[src/logic/cache_geom_pkg.sv]
package cache_geom_pkg;

  // --------------------
  // Geometry
  // --------------------
  localparam int num_ways  = 4;
  localparam int num_sets  = 8;
  localparam int way_bits  = 2;
  localparam int set_bits  = 3;
  localparam int tag_bits  = 13;
  localparam int addr_bits = 16;                  // Word address.
  localparam int data_bits = 32;                  // One word per line.

  typedef logic [addr_bits-1:0] addr_t;
  typedef logic [tag_bits-1:0]  tag_t;
  typedef logic [set_bits-1:0]  set_t;
  typedef logic [way_bits-1:0]  way_t;            // Way index or LRU age, 0 is newest.
  typedef logic [data_bits-1:0] data_t;

  // --------------------
  // Data array write source
  // --------------------
  typedef logic [1:0] data_sel_t;

  localparam data_sel_t data_sel_mem  = 2'b00;    // Line fill.
  localparam data_sel_t data_sel_cpu  = 2'b01;    // Store hit.
  localparam data_sel_t data_sel_none = 2'b11;

  typedef enum logic {
    check_hit,
    read_mem
  } ctrl_state_e;

endpackage : cache_geom_pkg

[src/logic/pmem_pkg.sv]
package pmem_pkg;

  // --------------------
  // Shared memory port
  // --------------------
  localparam int num_requesters = 2;

  // Index of a cache on the shared port.
  typedef logic [$clog2(num_requesters)-1:0] req_id_t;

  localparam req_id_t req_icache = 1'b0;
  localparam req_id_t req_dcache = 1'b1;

endpackage : pmem_pkg

[src/logic/cache_control.sv]
`timescale 1ns/1ps

module cache_control (
  input  logic                        clk,
  input  logic                        rst_n,

  // CPU side.
  input  logic                        mem_read,
  input  logic                        mem_write,
  output logic                        mem_resp,

  // Memory side.
  input  logic                        pmem_resp,
  output logic                        pmem_read,
  output logic                        pmem_write,

  // Datapath control.
  output logic                        tag_load,
  output logic                        valid_load,
  output logic                        dirty_load,
  output logic                        dirty_in,
  input  logic                        dirty_out,
  input  logic                        hit,
  output cache_geom_pkg::data_sel_t   data_sel,

  // Replacement state, indexed by way.
  input  cache_geom_pkg::way_t        lru_out [cache_geom_pkg::num_ways],
  input  cache_geom_pkg::way_t        way_idx,
  input  logic                        valid_out [cache_geom_pkg::num_ways],
  output logic                        lru_load [cache_geom_pkg::num_ways],
  output cache_geom_pkg::way_t        lru_in [cache_geom_pkg::num_ways]
);

  import cache_geom_pkg::*;

  ctrl_state_e state;
  ctrl_state_e next_state;
  logic        req;                                // Any CPU access pending.

  assign req = mem_read | mem_write;

  // --------------------
  // Outputs per state
  // --------------------
  always_comb begin : state_actions
    tag_load   = 1'b0;
    valid_load = 1'b0;
    dirty_load = 1'b0;
    dirty_in   = 1'b0;
    data_sel   = data_sel_none;
    mem_resp   = 1'b0;
    pmem_read  = 1'b0;
    pmem_write = 1'b0;

    for (int w = 0; w < num_ways; w++) begin
      lru_load[w] = 1'b0;
      lru_in[w]   = '0;
    end

    case (state)
      check_hit: begin
        if (req && hit) begin
          mem_resp = 1'b1;
          if (mem_write) begin
            dirty_load = 1'b1;                     // Store marks the line dirty.
            dirty_in   = 1'b1;
            data_sel   = data_sel_cpu;
          end
          // Age the valid ways that were newer than the one touched.
          for (int w = 0; w < num_ways; w++) begin
            if (valid_out[w] && (lru_out[w] < lru_out[way_idx])) begin
              lru_load[w] = 1'b1;
              lru_in[w]   = lru_out[w] + 2'd1;
            end
          end
          lru_load[way_idx] = 1'b1;                // Touched way becomes newest.
          lru_in[way_idx]   = '0;
        end else if (req && dirty_out) begin
          pmem_write = 1'b1;                       // Write back the victim first.
          if (pmem_resp) begin
            dirty_load = 1'b1;                     // Victim is clean once written.
            dirty_in   = 1'b0;
          end
        end
      end

      read_mem: begin
        pmem_read = 1'b1;
        if (pmem_resp) begin
          tag_load   = 1'b1;                       // Fill the victim way.
          valid_load = 1'b1;
          dirty_load = 1'b1;
          dirty_in   = 1'b0;
          data_sel   = data_sel_mem;
        end
      end

      default: ;
    endcase
  end

  // --------------------
  // Next state
  // --------------------
  always_comb begin : next_state_logic
    next_state = state;

    case (state)
      check_hit: begin
        if (req && !hit) begin
          if (dirty_out) begin
            if (pmem_resp) begin
              next_state = read_mem;               // Write-back done.
            end
          end else begin
            next_state = read_mem;                 // Clean miss, fetch right away.
          end
        end
      end

      read_mem: begin
        if (pmem_resp) begin
          next_state = check_hit;                  // Request hits on return.
        end
      end

      default: next_state = check_hit;
    endcase
  end

  always_ff @(posedge clk) begin : state_reg
    if (!rst_n) begin
      state <= check_hit;
    end else begin
      state <= next_state;
    end
  end

endmodule : cache_control

[src/logic/cache_datapath.sv]
`timescale 1ns/1ps

module cache_datapath (
  input  logic                        clk,
  input  logic                        rst_n,

  // CPU side.
  input  cache_geom_pkg::addr_t       mem_address,
  input  cache_geom_pkg::data_t       mem_wdata,
  output cache_geom_pkg::data_t       mem_rdata,

  // Memory side.
  input  cache_geom_pkg::data_t       pmem_rdata,
  output cache_geom_pkg::addr_t       pmem_address,
  output cache_geom_pkg::data_t       pmem_wdata,

  // From the controller.
  input  logic                        tag_load,
  input  logic                        valid_load,
  input  logic                        dirty_load,
  input  logic                        dirty_in,
  input  cache_geom_pkg::data_sel_t   data_sel,
  input  logic                        lru_load [cache_geom_pkg::num_ways],
  input  cache_geom_pkg::way_t        lru_in [cache_geom_pkg::num_ways],

  // To the controller.
  output logic                        dirty_out,
  output logic                        hit,
  output cache_geom_pkg::way_t        way_idx,
  output logic                        valid_out [cache_geom_pkg::num_ways],
  output cache_geom_pkg::way_t        lru_out [cache_geom_pkg::num_ways]
);

  import cache_geom_pkg::*;

  // --------------------
  // Storage
  // --------------------
  tag_t  tag_q   [num_sets][num_ways];
  data_t data_q  [num_sets][num_ways];
  logic  valid_q [num_sets][num_ways];
  logic  dirty_q [num_sets][num_ways];
  way_t  lru_q   [num_sets][num_ways];

  set_t  req_set;
  tag_t  req_tag;
  way_t  hit_way;
  way_t  victim_way;
  logic  write_back;                                // Victim must go out first.

  assign req_set = mem_address[set_bits-1:0];
  assign req_tag = mem_address[set_bits +: tag_bits];

  // --------------------
  // Lookup
  // --------------------
  always_comb begin : tag_compare
    hit     = 1'b0;
    hit_way = '0;
    for (int w = 0; w < num_ways; w++) begin
      if (valid_q[req_set][w] && (tag_q[req_set][w] == req_tag)) begin
        hit     = 1'b1;
        hit_way = way_t'(w);
      end
    end
  end

  always_comb begin : victim_select
    victim_way = '0;
    for (int w = 0; w < num_ways; w++) begin
      if (lru_q[req_set][w] > lru_q[req_set][victim_way]) begin
        victim_way = way_t'(w);                    // Oldest age.
      end
    end
    // Scan downward so the lowest free way wins.
    for (int w = num_ways - 1; w >= 0; w--) begin
      if (!valid_q[req_set][w]) begin
        victim_way = way_t'(w);
      end
    end
  end

  assign way_idx   = hit ? hit_way : victim_way;
  assign dirty_out = dirty_q[req_set][way_idx];
  assign mem_rdata = data_q[req_set][way_idx];

  always_comb begin : set_view
    for (int w = 0; w < num_ways; w++) begin
      valid_out[w] = valid_q[req_set][w];
      lru_out[w]   = lru_q[req_set][w];
    end
  end

  // Write-back goes to the victim's own line, everything else to the request.
  assign write_back   = !hit && dirty_out;
  assign pmem_address = write_back ? {tag_q[req_set][way_idx], req_set} : mem_address;
  assign pmem_wdata   = data_q[req_set][way_idx];

  // --------------------
  // Control state arrays
  // --------------------
  always_ff @(posedge clk) begin : status_arrays
    if (!rst_n) begin
      for (int s = 0; s < num_sets; s++) begin
        for (int w = 0; w < num_ways; w++) begin
          valid_q[s][w] <= 1'b0;
          dirty_q[s][w] <= 1'b0;
          lru_q[s][w]   <= way_t'(num_ways - 1);     // All ways start oldest.
        end
      end
    end else begin
      if (valid_load) begin
        valid_q[req_set][way_idx] <= 1'b1;
      end
      if (dirty_load) begin
        dirty_q[req_set][way_idx] <= dirty_in;
      end
      for (int w = 0; w < num_ways; w++) begin
        if (lru_load[w]) begin
          lru_q[req_set][w] <= lru_in[w];
        end
      end
    end
  end

  // --------------------
  // Tag and data arrays
  // --------------------
  always_ff @(posedge clk) begin : line_arrays
    if (tag_load) begin
      tag_q[req_set][way_idx] <= req_tag;
    end
    case (data_sel)
      data_sel_mem: data_q[req_set][way_idx] <= pmem_rdata;
      data_sel_cpu: data_q[req_set][way_idx] <= mem_wdata;
      default: ;                                   // No write.
    endcase
  end

endmodule : cache_datapath

[src/logic/pmem_arbiter.sv]
`timescale 1ns/1ps

module pmem_arbiter (
  input  logic                  clk,
  input  logic                  rst_n,

  // One entry per cache.
  input  logic                  req_read [pmem_pkg::num_requesters],
  input  logic                  req_write [pmem_pkg::num_requesters],
  input  cache_geom_pkg::addr_t req_address [pmem_pkg::num_requesters],
  input  cache_geom_pkg::data_t req_wdata [pmem_pkg::num_requesters],
  output logic                  req_resp [pmem_pkg::num_requesters],
  output cache_geom_pkg::data_t req_rdata [pmem_pkg::num_requesters],

  // Shared memory port.
  output logic                  pmem_read,
  output logic                  pmem_write,
  output cache_geom_pkg::addr_t pmem_address,
  output cache_geom_pkg::data_t pmem_wdata,
  input  logic                  pmem_resp,
  input  cache_geom_pkg::data_t pmem_rdata
);

  import pmem_pkg::*;

  logic    busy_q;                                 // Grant held until response.
  req_id_t owner_q;
  req_id_t prio_q;                                 // Round-robin pointer.
  req_id_t pick;
  req_id_t cur;
  logic    any_req;
  logic    active;
  logic    want [num_requesters];

  always_comb begin : request_select
    any_req = 1'b0;
    for (int i = 0; i < num_requesters; i++) begin
      want[i] = req_read[i] | req_write[i];
      any_req = any_req | want[i];
    end
    pick = want[prio_q] ? prio_q : prio_q + req_id_t'(1);
  end

  // A new grant takes effect in the cycle it is made.
  assign cur    = busy_q ? owner_q : pick;
  assign active = busy_q | any_req;

  assign pmem_read    = active & req_read[cur];
  assign pmem_write   = active & req_write[cur];
  assign pmem_address = req_address[cur];
  assign pmem_wdata   = req_wdata[cur];

  always_comb begin : response_route
    for (int i = 0; i < num_requesters; i++) begin
      req_resp[i]  = pmem_resp && active && (cur == req_id_t'(i));
      req_rdata[i] = pmem_rdata;
    end
  end

  always_ff @(posedge clk) begin : grant_reg
    if (!rst_n) begin
      busy_q  <= 1'b0;
      owner_q <= '0;
      prio_q  <= '0;
    end else if (active && pmem_resp) begin
      busy_q <= 1'b0;
      prio_q <= cur + req_id_t'(1);                // Other cache goes first next.
    end else if (!busy_q && any_req) begin
      busy_q  <= 1'b1;
      owner_q <= pick;
    end
  end

endmodule : pmem_arbiter

[src/logic/dual_cache_top.sv]
`timescale 1ns/1ps

module dual_cache_top (
  input  logic                  clk,
  input  logic                  rst_n,

  // Instruction fetch.
  input  logic                  i_mem_read,
  input  cache_geom_pkg::addr_t i_mem_address,
  output logic                  i_mem_resp,
  output cache_geom_pkg::data_t i_mem_rdata,

  // Data access.
  input  logic                  d_mem_read,
  input  logic                  d_mem_write,
  input  cache_geom_pkg::addr_t d_mem_address,
  input  cache_geom_pkg::data_t d_mem_wdata,
  output logic                  d_mem_resp,
  output cache_geom_pkg::data_t d_mem_rdata,

  // Physical memory.
  output logic                  pmem_read,
  output logic                  pmem_write,
  output cache_geom_pkg::addr_t pmem_address,
  output cache_geom_pkg::data_t pmem_wdata,
  input  logic                  pmem_resp,
  input  cache_geom_pkg::data_t pmem_rdata
);

  import cache_geom_pkg::*;
  import pmem_pkg::*;

  // --------------------
  // Arbiter side
  // --------------------
  logic  req_read [num_requesters];
  logic  req_write [num_requesters];
  addr_t req_address [num_requesters];
  data_t req_wdata [num_requesters];
  logic  req_resp [num_requesters];
  data_t req_rdata [num_requesters];

  // --------------------
  // Controller to datapath
  // --------------------
  logic      i_tag_load, d_tag_load;
  logic      i_valid_load, d_valid_load;
  logic      i_dirty_load, d_dirty_load;
  logic      i_dirty_in, d_dirty_in;
  logic      i_dirty_out, d_dirty_out;
  logic      i_hit, d_hit;
  data_sel_t i_data_sel, d_data_sel;
  way_t      i_way_idx, d_way_idx;
  logic      i_lru_load [num_ways];
  logic      d_lru_load [num_ways];
  way_t      i_lru_in [num_ways];
  way_t      d_lru_in [num_ways];
  logic      i_valid_out [num_ways];
  logic      d_valid_out [num_ways];
  way_t      i_lru_out [num_ways];
  way_t      d_lru_out [num_ways];

  cache_control u_icache_control (
    .clk, .rst_n,
    .mem_read   (i_mem_read),
    .mem_write  (1'b0),                           // Fetch never stores.
    .mem_resp   (i_mem_resp),
    .pmem_resp  (req_resp[req_icache]),
    .pmem_read  (req_read[req_icache]),
    .pmem_write (req_write[req_icache]),
    .tag_load   (i_tag_load),   .valid_load (i_valid_load),
    .dirty_load (i_dirty_load), .dirty_in   (i_dirty_in),
    .dirty_out  (i_dirty_out),  .hit        (i_hit),
    .data_sel   (i_data_sel),   .lru_out    (i_lru_out),
    .way_idx    (i_way_idx),    .valid_out  (i_valid_out),
    .lru_load   (i_lru_load),   .lru_in     (i_lru_in)
  );

  cache_datapath u_icache_datapath (
    .clk, .rst_n,
    .mem_address  (i_mem_address),
    .mem_wdata    ('0),
    .mem_rdata    (i_mem_rdata),
    .pmem_rdata   (req_rdata[req_icache]),
    .pmem_address (req_address[req_icache]),
    .pmem_wdata   (req_wdata[req_icache]),
    .tag_load   (i_tag_load),   .valid_load (i_valid_load),
    .dirty_load (i_dirty_load), .dirty_in   (i_dirty_in),
    .data_sel   (i_data_sel),   .lru_load   (i_lru_load),
    .lru_in     (i_lru_in),     .dirty_out  (i_dirty_out),
    .hit        (i_hit),        .way_idx    (i_way_idx),
    .valid_out  (i_valid_out),  .lru_out    (i_lru_out)
  );

  cache_control u_dcache_control (
    .clk, .rst_n,
    .mem_read   (d_mem_read),
    .mem_write  (d_mem_write),
    .mem_resp   (d_mem_resp),
    .pmem_resp  (req_resp[req_dcache]),
    .pmem_read  (req_read[req_dcache]),
    .pmem_write (req_write[req_dcache]),
    .tag_load   (d_tag_load),   .valid_load (d_valid_load),
    .dirty_load (d_dirty_load), .dirty_in   (d_dirty_in),
    .dirty_out  (d_dirty_out),  .hit        (d_hit),
    .data_sel   (d_data_sel),   .lru_out    (d_lru_out),
    .way_idx    (d_way_idx),    .valid_out  (d_valid_out),
    .lru_load   (d_lru_load),   .lru_in     (d_lru_in)
  );

  cache_datapath u_dcache_datapath (
    .clk, .rst_n,
    .mem_address  (d_mem_address),
    .mem_wdata    (d_mem_wdata),
    .mem_rdata    (d_mem_rdata),
    .pmem_rdata   (req_rdata[req_dcache]),
    .pmem_address (req_address[req_dcache]),
    .pmem_wdata   (req_wdata[req_dcache]),
    .tag_load   (d_tag_load),   .valid_load (d_valid_load),
    .dirty_load (d_dirty_load), .dirty_in   (d_dirty_in),
    .data_sel   (d_data_sel),   .lru_load   (d_lru_load),
    .lru_in     (d_lru_in),     .dirty_out  (d_dirty_out),
    .hit        (d_hit),        .way_idx    (d_way_idx),
    .valid_out  (d_valid_out),  .lru_out    (d_lru_out)
  );

  pmem_arbiter u_pmem_arbiter (
    .clk, .rst_n,
    .req_read, .req_write, .req_address, .req_wdata, .req_resp, .req_rdata,
    .pmem_read, .pmem_write, .pmem_address, .pmem_wdata, .pmem_resp, .pmem_rdata
  );

endmodule : dual_cache_top

[config.mk]
export PLATFORM = sky130hd
export DESIGN_NAME = dual_cache_top
export DESIGN_NICKNAME = d
export VERILOG_FILES = /design/src/logic/cache_geom_pkg.sv /design/src/logic/pmem_pkg.sv /design/src/logic/cache_control.sv /design/src/logic/cache_datapath.sv /design/src/logic/pmem_arbiter.sv /design/src/logic/dual_cache_top.sv
export SDC_FILE = /design/constraint.sdc
export NUM_CORES = 2
export LEC_CHECK = 0
export BUFFER_PORTS_ARGS = -buffer_cell sky130_fd_sc_hd__buf_2
export CORE_MARGIN = 1
export CORE_UTILIZATION = 50
export DETAILED_ROUTE_END_ITERATION = 6
export HOLD_SLACK_MARGIN = 0.03
export PLACE_DENSITY = 0.66
export SLEW_MARGIN = 25
export SYNTH_ARGS = -nofsm -noshare
export SYNTH_HDL_FRONTEND = slang
export SYNTH_SLANG_ARGS = --single-unit
[constraint.sdc]
create_clock -name clk -period 38.4 [get_ports clk]
set_input_delay 5.76 -clock clk [delete_from_list [all_inputs] [get_ports clk]]
set_output_delay 5.76 -clock clk [all_outputs]
set_load 0.05 [all_outputs]
== Word-level counts from Yosys, hierarchy flattened ==
Memory sizes are Yosys's and may differ from the RTL's.
Index checks and enable logic that the tools add are counted.

* Register bits: 5
* Memory bits (writable): 3,104
* Output and inout port bits: 116
* Memories kept: 9

{| class="wikitable"
|+ Memories
! memory !! depth !! bits a word !! read ports !! clocked after memory_dff !! write ports !! RTL line !! source
|-
| u_dcache_datapath.data_q || 8 || 128 || 1 || 0 || 1 || cache_datapath.sv:40 || <nowiki>data_t data_q [num_sets][num_ways];</nowiki>
|-
| u_icache_datapath.data_q || 8 || 128 || 1 || 0 || 1 || cache_datapath.sv:40 ||
|-
| u_dcache_datapath.tag_q || 8 || 52 || 1 || 0 || 1 || cache_datapath.sv:39 || <nowiki>tag_t tag_q [num_sets][num_ways];</nowiki>
|-
| u_icache_datapath.tag_q || 8 || 52 || 1 || 0 || 1 || cache_datapath.sv:39 ||
|-
| u_dcache_datapath.lru_q || 8 || 8 || 1 || 0 || 8 || cache_datapath.sv:43 || <nowiki>way_t lru_q [num_sets][num_ways];</nowiki>
|-
| u_icache_datapath.lru_q || 8 || 8 || 1 || 0 || 8 || cache_datapath.sv:43 ||
|-
| +3 memories || - || - || - || - || - || - ||
|}

* Add/subtract/negate cells: 10
* Order comparisons: 24
* Equality and inequality tests: 10
* Multiplexer cells: 508
* Bitwise operators: 282
* Reduce and logical (&&, ||, !) cells: 42

{| class="wikitable"
|+ Operators with widths
! kind !! number
|-
| 128-bit two-way mux || 4
|-
| 1-bit two-way mux || 370
|-
| 32-bit two-way mux || 9
|-
| 1-bit bitwise OR || 261
|-
| 32-bit binary-select mux with 2-bit select || 2
|-
| 32-bit demux with 2-bit select || 2
|-
| 2-bit two-way mux || 60
|-
| 13-bit == test || 8
|-
| 52-bit two-way mux || 2
|-
| 16-bit two-way mux || 5
|-
| 13-bit two-way mux || 6
|-
| 4-bit two-way mux || 15
|-
| 13-bit binary-select mux with 2-bit select || 2
|-
| 13-bit demux with 2-bit select || 2
|-
| 8-bit two-way mux || 6
|-
| 1-bit logical AND || 30
|-
| 2-bit binary-select mux with 2-bit select || 6
|-
| 3-bit greater-or-equal comparator, second input constant || 6
|-
| 2-bit by 1-bit adder with 2-bit output, second input constant || 8
|-
| 8-bit AND || 2
|-
| 2-bit < comparator || 8
|-
| 8-bit NOT || 2
|-
| 8-bit OR reduction || 2
|-
| 3-bit two-way mux || 5
|-
| other kinds (21) || 53
|}

== Logic depth before layout (Yosys ltp) ==
An unclocked memory read counts as a cell.

* Word-level depth: 44
* Mapped depth: 46

== By module ==
From an unflattened synthesis, not the netlist that was laid out.

* Cell total of the unflattened synthesis: 8,018
* Area, all modules: 129,195.2 um^2

{| class="wikitable"
|+ By module, submodules not included
! module !! times used !! cells each !! area each (um^2)
|-
| cache_datapath at u_icache_datapath || 1 || 3,881 || 63,678.6
|-
| cache_datapath at u_dcache_datapath || 1 || 3,821 || 63,022.9
|-
| pmem_arbiter || 1 || 141 || 1,285.0
|-
| cache_control at u_dcache_control || 1 || 92 || 635.6
|-
| cache_control at u_icache_control || 1 || 82 || 569.3
|-
| dual_cache_top || 1 || 1 || 3.8
|}

== Least setup slack after synthesis ==
Ideal clock, no wire load.

* Kind: input to output
* From: input port d_mem_address[0]
* To: output port pmem_wdata[0]
* Arrival: 13.702 ns
* Path slack: 18.938 ns
* Cell stages on the path: 35
* Path buffers: 12
* Cells stage by stage: buf_4 buf_6 buf_6 buf_4 buf_4 buf_2 buf_2 buf_2 buf_2 buf_2 mux2i_1 nor2_1 a21oi_1 a21oi_1 a221oi_1 ha_1 o22ai_1 mux2i_1 inv_1 ha_1 a21oi_1 a211oi_1 a21oi_1 ha_1 a21o_1 a21oi_1 nor4b_1 o211ai_1 a211o_2 buf_2 buf_2 o22ai_1 a211o_1 nor2_1 a31oi_1

* Elaborated cells on any way between the ends: 61
* Classes of those cells: order compare (3); eq/ne (4); mux (38); bitwise (5); reduce/logical (6); memory (5)

{| class="wikitable"
|+ RTL lines
! element !! RTL line !! source
|-
| start: declaration || dual_cache_top.sv:16 || <nowiki>input cache_geom_pkg::addr_t d_mem_address,</nowiki>
|-
| memory 8 x 8 bit || - ||
|-
| 2-bit > comparator || cache_datapath.sv:71 || <nowiki>if (lru_q[req_set][w] > lru_q[req_set][victim_way]) begin</nowiki>
|-
| 1-bit two-way mux || cache_datapath.sv:71 ||
|-
| 1-bit NOT with 3-bit output (implied by the code) || cache_datapath.sv:71 ||
|-
| 2-bit binary-select mux with 2-bit select || cache_datapath.sv:71 ||
|-
| 2-bit two-way mux (implied by the code) (2 in series) || cache_datapath.sv:71 ||
|-
| 2-bit > comparator || cache_datapath.sv:71 ||
|-
| 2-bit two-way mux || cache_datapath.sv:71 ||
|-
| [5 not listed] || - ||
|-
| 2-bit two-way mux || cache_datapath.sv:71 ||
|-
| 2-bit two-way mux (4 in series) || cache_datapath.sv:77 || <nowiki>if (!valid_q[req_set][w]) begin</nowiki>
|-
| 2-bit two-way mux || cache_datapath.sv:83 || <nowiki>assign way_idx = hit ? hit_way : victim_way;</nowiki>
|-
| 2-bit NOT with 3-bit output || - ||
|-
| 32-bit binary-select mux with 2-bit select * || - ||
|-
| 32-bit two-way mux * (2 in series) || - ||
|-
| named net d_mem_rdata[0] || dual_cache_top.sv:19 || <nowiki>output cache_geom_pkg::data_t d_mem_rdata,</nowiki>
|-
| 32-bit two-way mux (implied by the code) * (3 in series) || pmem_arbiter.sv:51 || <nowiki>assign pmem_wdata = req_wdata[cur];</nowiki>
|-
| end: declaration || dual_cache_top.sv:25 || <nowiki>output cache_geom_pkg::data_t pmem_wdata,</nowiki>
|}

The timed path passes the listed nets; every way through them passes the cells marked *. The select of a mux whose other input is x is not followed.

== Final worst setup path ==
* From: input port d_mem_address[0]
* To: output port pmem_wdata[30]

* Word-level cells in the longest chain between the ends: 38
* Elaborated cells on any way between the ends: 61
* Classes of those cells: order compare (3); eq/ne (4); mux (38); bitwise (5); reduce/logical (6); memory (5)

{| class="wikitable"
|+ RTL lines
! element !! RTL line !! source
|-
| memory 8 x 8 bit || - ||
|-
| 2-bit > comparator || cache_datapath.sv:71 ||
|-
| 1-bit two-way mux || cache_datapath.sv:71 ||
|-
| 1-bit NOT with 3-bit output (implied by the code) || cache_datapath.sv:71 ||
|-
| 2-bit binary-select mux with 2-bit select || cache_datapath.sv:71 ||
|-
| 2-bit two-way mux (implied by the code) (2 in series) || cache_datapath.sv:71 ||
|-
| 2-bit > comparator || cache_datapath.sv:71 ||
|-
| 2-bit two-way mux || cache_datapath.sv:71 ||
|-
| [17 not listed] || - ||
|-
| 1-bit two-way mux || cache_control.sv:62 || <nowiki>if (req && hit) begin</nowiki>
|-
| 1-bit two-way mux || cache_control.sv:60 || <nowiki>case (state)</nowiki>
|-
| 1-bit bitwise OR || pmem_arbiter.sv:38 || <nowiki>want[i] = req_read[i] | req_write[i];</nowiki>
|-
| 1-bit two-way mux (implied by the code) (3 in series) || pmem_arbiter.sv:41 || <nowiki>pick = want[prio_q] ? prio_q : prio_q + req_id_t'(1);</nowiki>
|-
| 1-bit two-way mux || pmem_arbiter.sv:41 ||
|-
| 1-bit two-way mux || pmem_arbiter.sv:45 || <nowiki>assign cur = busy_q ? owner_q : pick;</nowiki>
|-
| 1-bit NOT with 2-bit output (implied by the code) || pmem_arbiter.sv:51 ||
|-
| 32-bit two-way mux (implied by the code) * (3 in series) || pmem_arbiter.sv:51 ||
|}

Every way passes the cells marked *; elsewhere a longest branch is shown, timed or not. The select of a mux whose other input is x is not followed.

==> out/results.tsv <==
stage	metric	value	unit
status	outcome	finished clean	
final_layout	regArea	0.0927	mm²
timing	drv_slew	0	
worst_setup_path	slowest_delay	0.92	ns
floorplanning	die-area	0.249	mm²
clock_network	postCtsHoldBufs	0	
synthesis	syn_avg_cell_area	16.9	µm²
drt	vias	75300	
global_route	track_usage	30.7	%
clock_network	numCtsBuffers	326	
clock_network	clockRootBuffer	clkbuf_16	
final_layout	nets	7679	
worst_setup_path	worst_path_most_repeated_cell	a21oi_1	
global_route	grt_pass1_wl	542	mm
timing	setup_tns	0	ns
synthesis	synth_top_flop_cell	edfxtp_1	
final_layout	final_common_cell	edfxtp_1	
flow_run	drv_cap	0	
clock_network	cts_tree	built	
timing	setup_violations	0	
place	gp_congestion	0.899	
synthesis	yosysSeqAreaShare	75.1	%
synthesis	synth_async_sr_flop_share	0	%
final_layout	syn_to_final_growth	12.9	%
place	dp.cells	10400	
place	port_buffers	217	
drt	drc_errors	0	
synthesis	yosysUniqueCellTypes	113	
timing	fmax	46.9	MHz
synthesis	synth_top_family_by_area	compound AO/OA/AOI/OAI gates	
clock_network	clk_pin_slew_worst_paths	0.06	ns
drt	drt-total-wl	389	mm
final_layout	final_cell_count_no_fill	11000	
worst_setup_path	start_kind	input pin	
clock_network	h-tree-depth	5	
timing	relSlewSlack	22.0	%
power_and_ir_drop	vdd.ir_drop.worst	0.0480	mV
worst_setup_path	path_buf_inv	7	
global_route	grt_pass1_vias	72000	
synthesis	synthMuxAreaShare	6.43	%
worst_setup_path	crit_family	compound AO/OA/AOI/OAI gates	
worst_setup_path	worstSetupPathType	in2out	
synthesis	synth_edf_count	3039	
drt	drtPass1Iterations	6	
worst_setup_path	critPathCaptureType	output port	
floorplanning	core_area	0.244	mm²
synthesis	synth_seq_cells	3109	
power_and_ir_drop	p_per_area	52.6	mW/mm²
place	post_dp_cell_area	0.129	mm²
global_route	grt-ovfl-total	0	
floorplanning	die_y	499	µm
synthesis	yosys_warnings	0	
worst_setup_path	arrival	15.57	ns
worst_setup_path	cp.required	32.64	ns
global_route	antenna_found_initial	21	
clock_network	clkSinkCount	3109	
place	dpl_worst_slack	17.43	ns
synthesis	synth-xor-area-share	0.682	%
floorplanning	start_util	50.5	%
timing	skew	0.0880	ns
clock_network	ctsResizeCount	0	
floorplanning	num_rows	181	
timing	tightest_slew	1.16	ns
hold_path	hold_path.class	reg2reg	
power_and_ir_drop	p_leak	44.1	nW
drt	via_per_inst	6.84	
final_layout	fill_cells	18400	
final_layout	layout-drive-gt1-share	19.2	%
floorplanning	io_pins	218	
synthesis	syn_area	0.123	mm²
clock_network	max-clock-path-buffers	4	
final_layout	final_cell_mix	3039 x edfxtp_1, 500 x a22oi_1, 331 x clkbuf_16, 317 x a221oi_1, 247 x buf_4	
place	dp_hpwl	215	mm
drt	drt_iter0_markers	12200	
worst_setup_path	cp_slowest_cell	a221oi_1	
final_layout	top_regs	u_dcache_datapath.data_q x1024, u_icache_datapath.data_q x1024	
timing	hold_violations	0	
final_layout	final_area	0.139	mm²
synthesis	synth_nets	7405	
drt	drt.antenna.violating_nets	0	
power_and_ir_drop	power.total	7.33	mW
final_layout	multiInputGateArea	0.0291	mm²
clock_network	post_cts_buffers	0	
synthesis	netlist_instances	7281	
synthesis	synthSimpleGateAreaFrac	4.34	%
floorplanning	dieWidth	499	µm
synthesis	synth-compound-area-share	11.1	%
synthesis	synthAdderAreaFrac	0.223	%
timing	period_needed	21.33	ns
drt	routedWlPerCell	35.3	µm
timing	setup_slack	17.07	ns
timing	rsz0062_at_grt	no	
global_route	grt_max_degree	112	
worst_setup_path	critPathMaxFanout	108	
timing	post-route-period-util	55.5	%
clock_network	clock_latency	0.98	ns
-- metrics by stage --
step	hold slack [ns]	util, %
6_report	0.457	57.1
5_1_grt	0.479	57.0
4_1_cts	0.457	57.0
3_5_place_dp	0.438	52.9
3_3_place_gp	0.430	52.9
2_1_floorplan	0.420	-
-- worst register-to-register path, stage by stage, from the launching register on --
cell and delay (ns):
edfxtp_1 0.37, mux2i_1 0.13, nor2_1 0.06, a311oi_1 0.26, a21oi_1 0.07, a221oi_1 0.77, ha_1 0.39, o22ai_1 0.42
mux2i_1 0.29, inv_1 0.07, ha_1 0.18, inv_1 0.06, a21oi_1 0.06, a21oi_1 0.37, a211oi_1 0.08, a21oi_1 0.17
ha_1 0.26, a21o_1 0.16, a21oi_1 0.28, nor4b_1 0.29, o211ai_1 0.17, a211o_2 0.69, o22ai_4 0.43, o31a_2 0.75
nand2_1 0.66, nor2_4 0.66, buf_4 0.77
-- metal layers --
layer / up-vias / routed length (µm) / global-route usage [%]
met2: 5508 / 176000 / 46.7
li1: 30500 / - / -
met4: 20 / 18200 / 13.3
met1: 38400 / 148000 / 42.8
met3: 895 / 46400 / 6.45
met5: - / 148 / 0
-- path summary, 6_finish.rpt --
check / slack (ns) / endpoint / start / cells after the start
max reg2reg: 29.08 / u_icache_datapath.data_q[3][67] / u_dcache_datapath.lru_q[0][7] / 26
min reg2reg: 0.46 / u_icache_datapath.valid_q[2][2] / u_icache_datapath.valid_q[2][2] / 2
max: 17.07 / pmem_wdata[30] / d_mem_address[0] / 27
min: 0.46 / u_icache_datapath.valid_q[2][2] / u_icache_datapath.valid_q[2][2] / 2
-- report_power, final --
| group | internal (mW) | total (mW) | leakage (nW) | switching, mW |
|---|---|---|---|---|
| logic | 0.138 | 0.538 | 11.4 | 0.400 |
| registers | 3.73 | 3.74 | 27.7 | 0.00345 |
| clock network | 1.78 | 3.06 | 4.99 | 1.28 |
| total | 5.65 | 7.33 | 44.1 | 1.68 |
-- layout make-up --
| class | count | area share, % |
|---|---|---|
| antenna | 9 | 0.0162 |
| clock buffer | 406 | 6.21 |
| clock inverter | 159 | 1.10 |
| inverter | 51 | 0.138 |
| multi-input combinational | 3597 | 20.9 |
| sequential | 3109 | 66.5 |
| tap | 3202 | 2.88 |
| timing repair buffer | 470 | 2.24 |
-- kinds of logic (layout without fill, tap and decap cells) --
| logic type | after synthesis | after routing |
|---|---|---|
| muxes | 632 | 632 |
| and+or+nand+nor | 1064 | 1064 |
| other | 0 | 9 |
| AOI/OAI and AO/OA | 1783 | 1783 |
| xor gates and xnor gates | 96 | 96 |
| DFF | 3109 | 3109 |
| adders and majority gates | 22 | 22 |
| buffers and inverters | 575 | 1086 |
-- synth_stat cells, types with 106 or more instances --
cell | n | area [µm²]
a22o_1 | 209 | 1830
a21oi_1 | 164 | 821
nand2_1 | 242 | 908
buf_2 | 106 | 531
clkbuf_1 | 294 | 1100
nor3_1 | 115 | 576
mux2i_1 | 225 | 2250
a22oi_1 | 500 | 3750
edfxtp_1 | 3039 | 91300
a221oi_1 | 317 | 2780
mux2_2 | 243 | 2740
nor2_1 | 288 | 1080
nand3_1 | 112 | 561
Note: power is estimated with default switching activity, not from simulation.
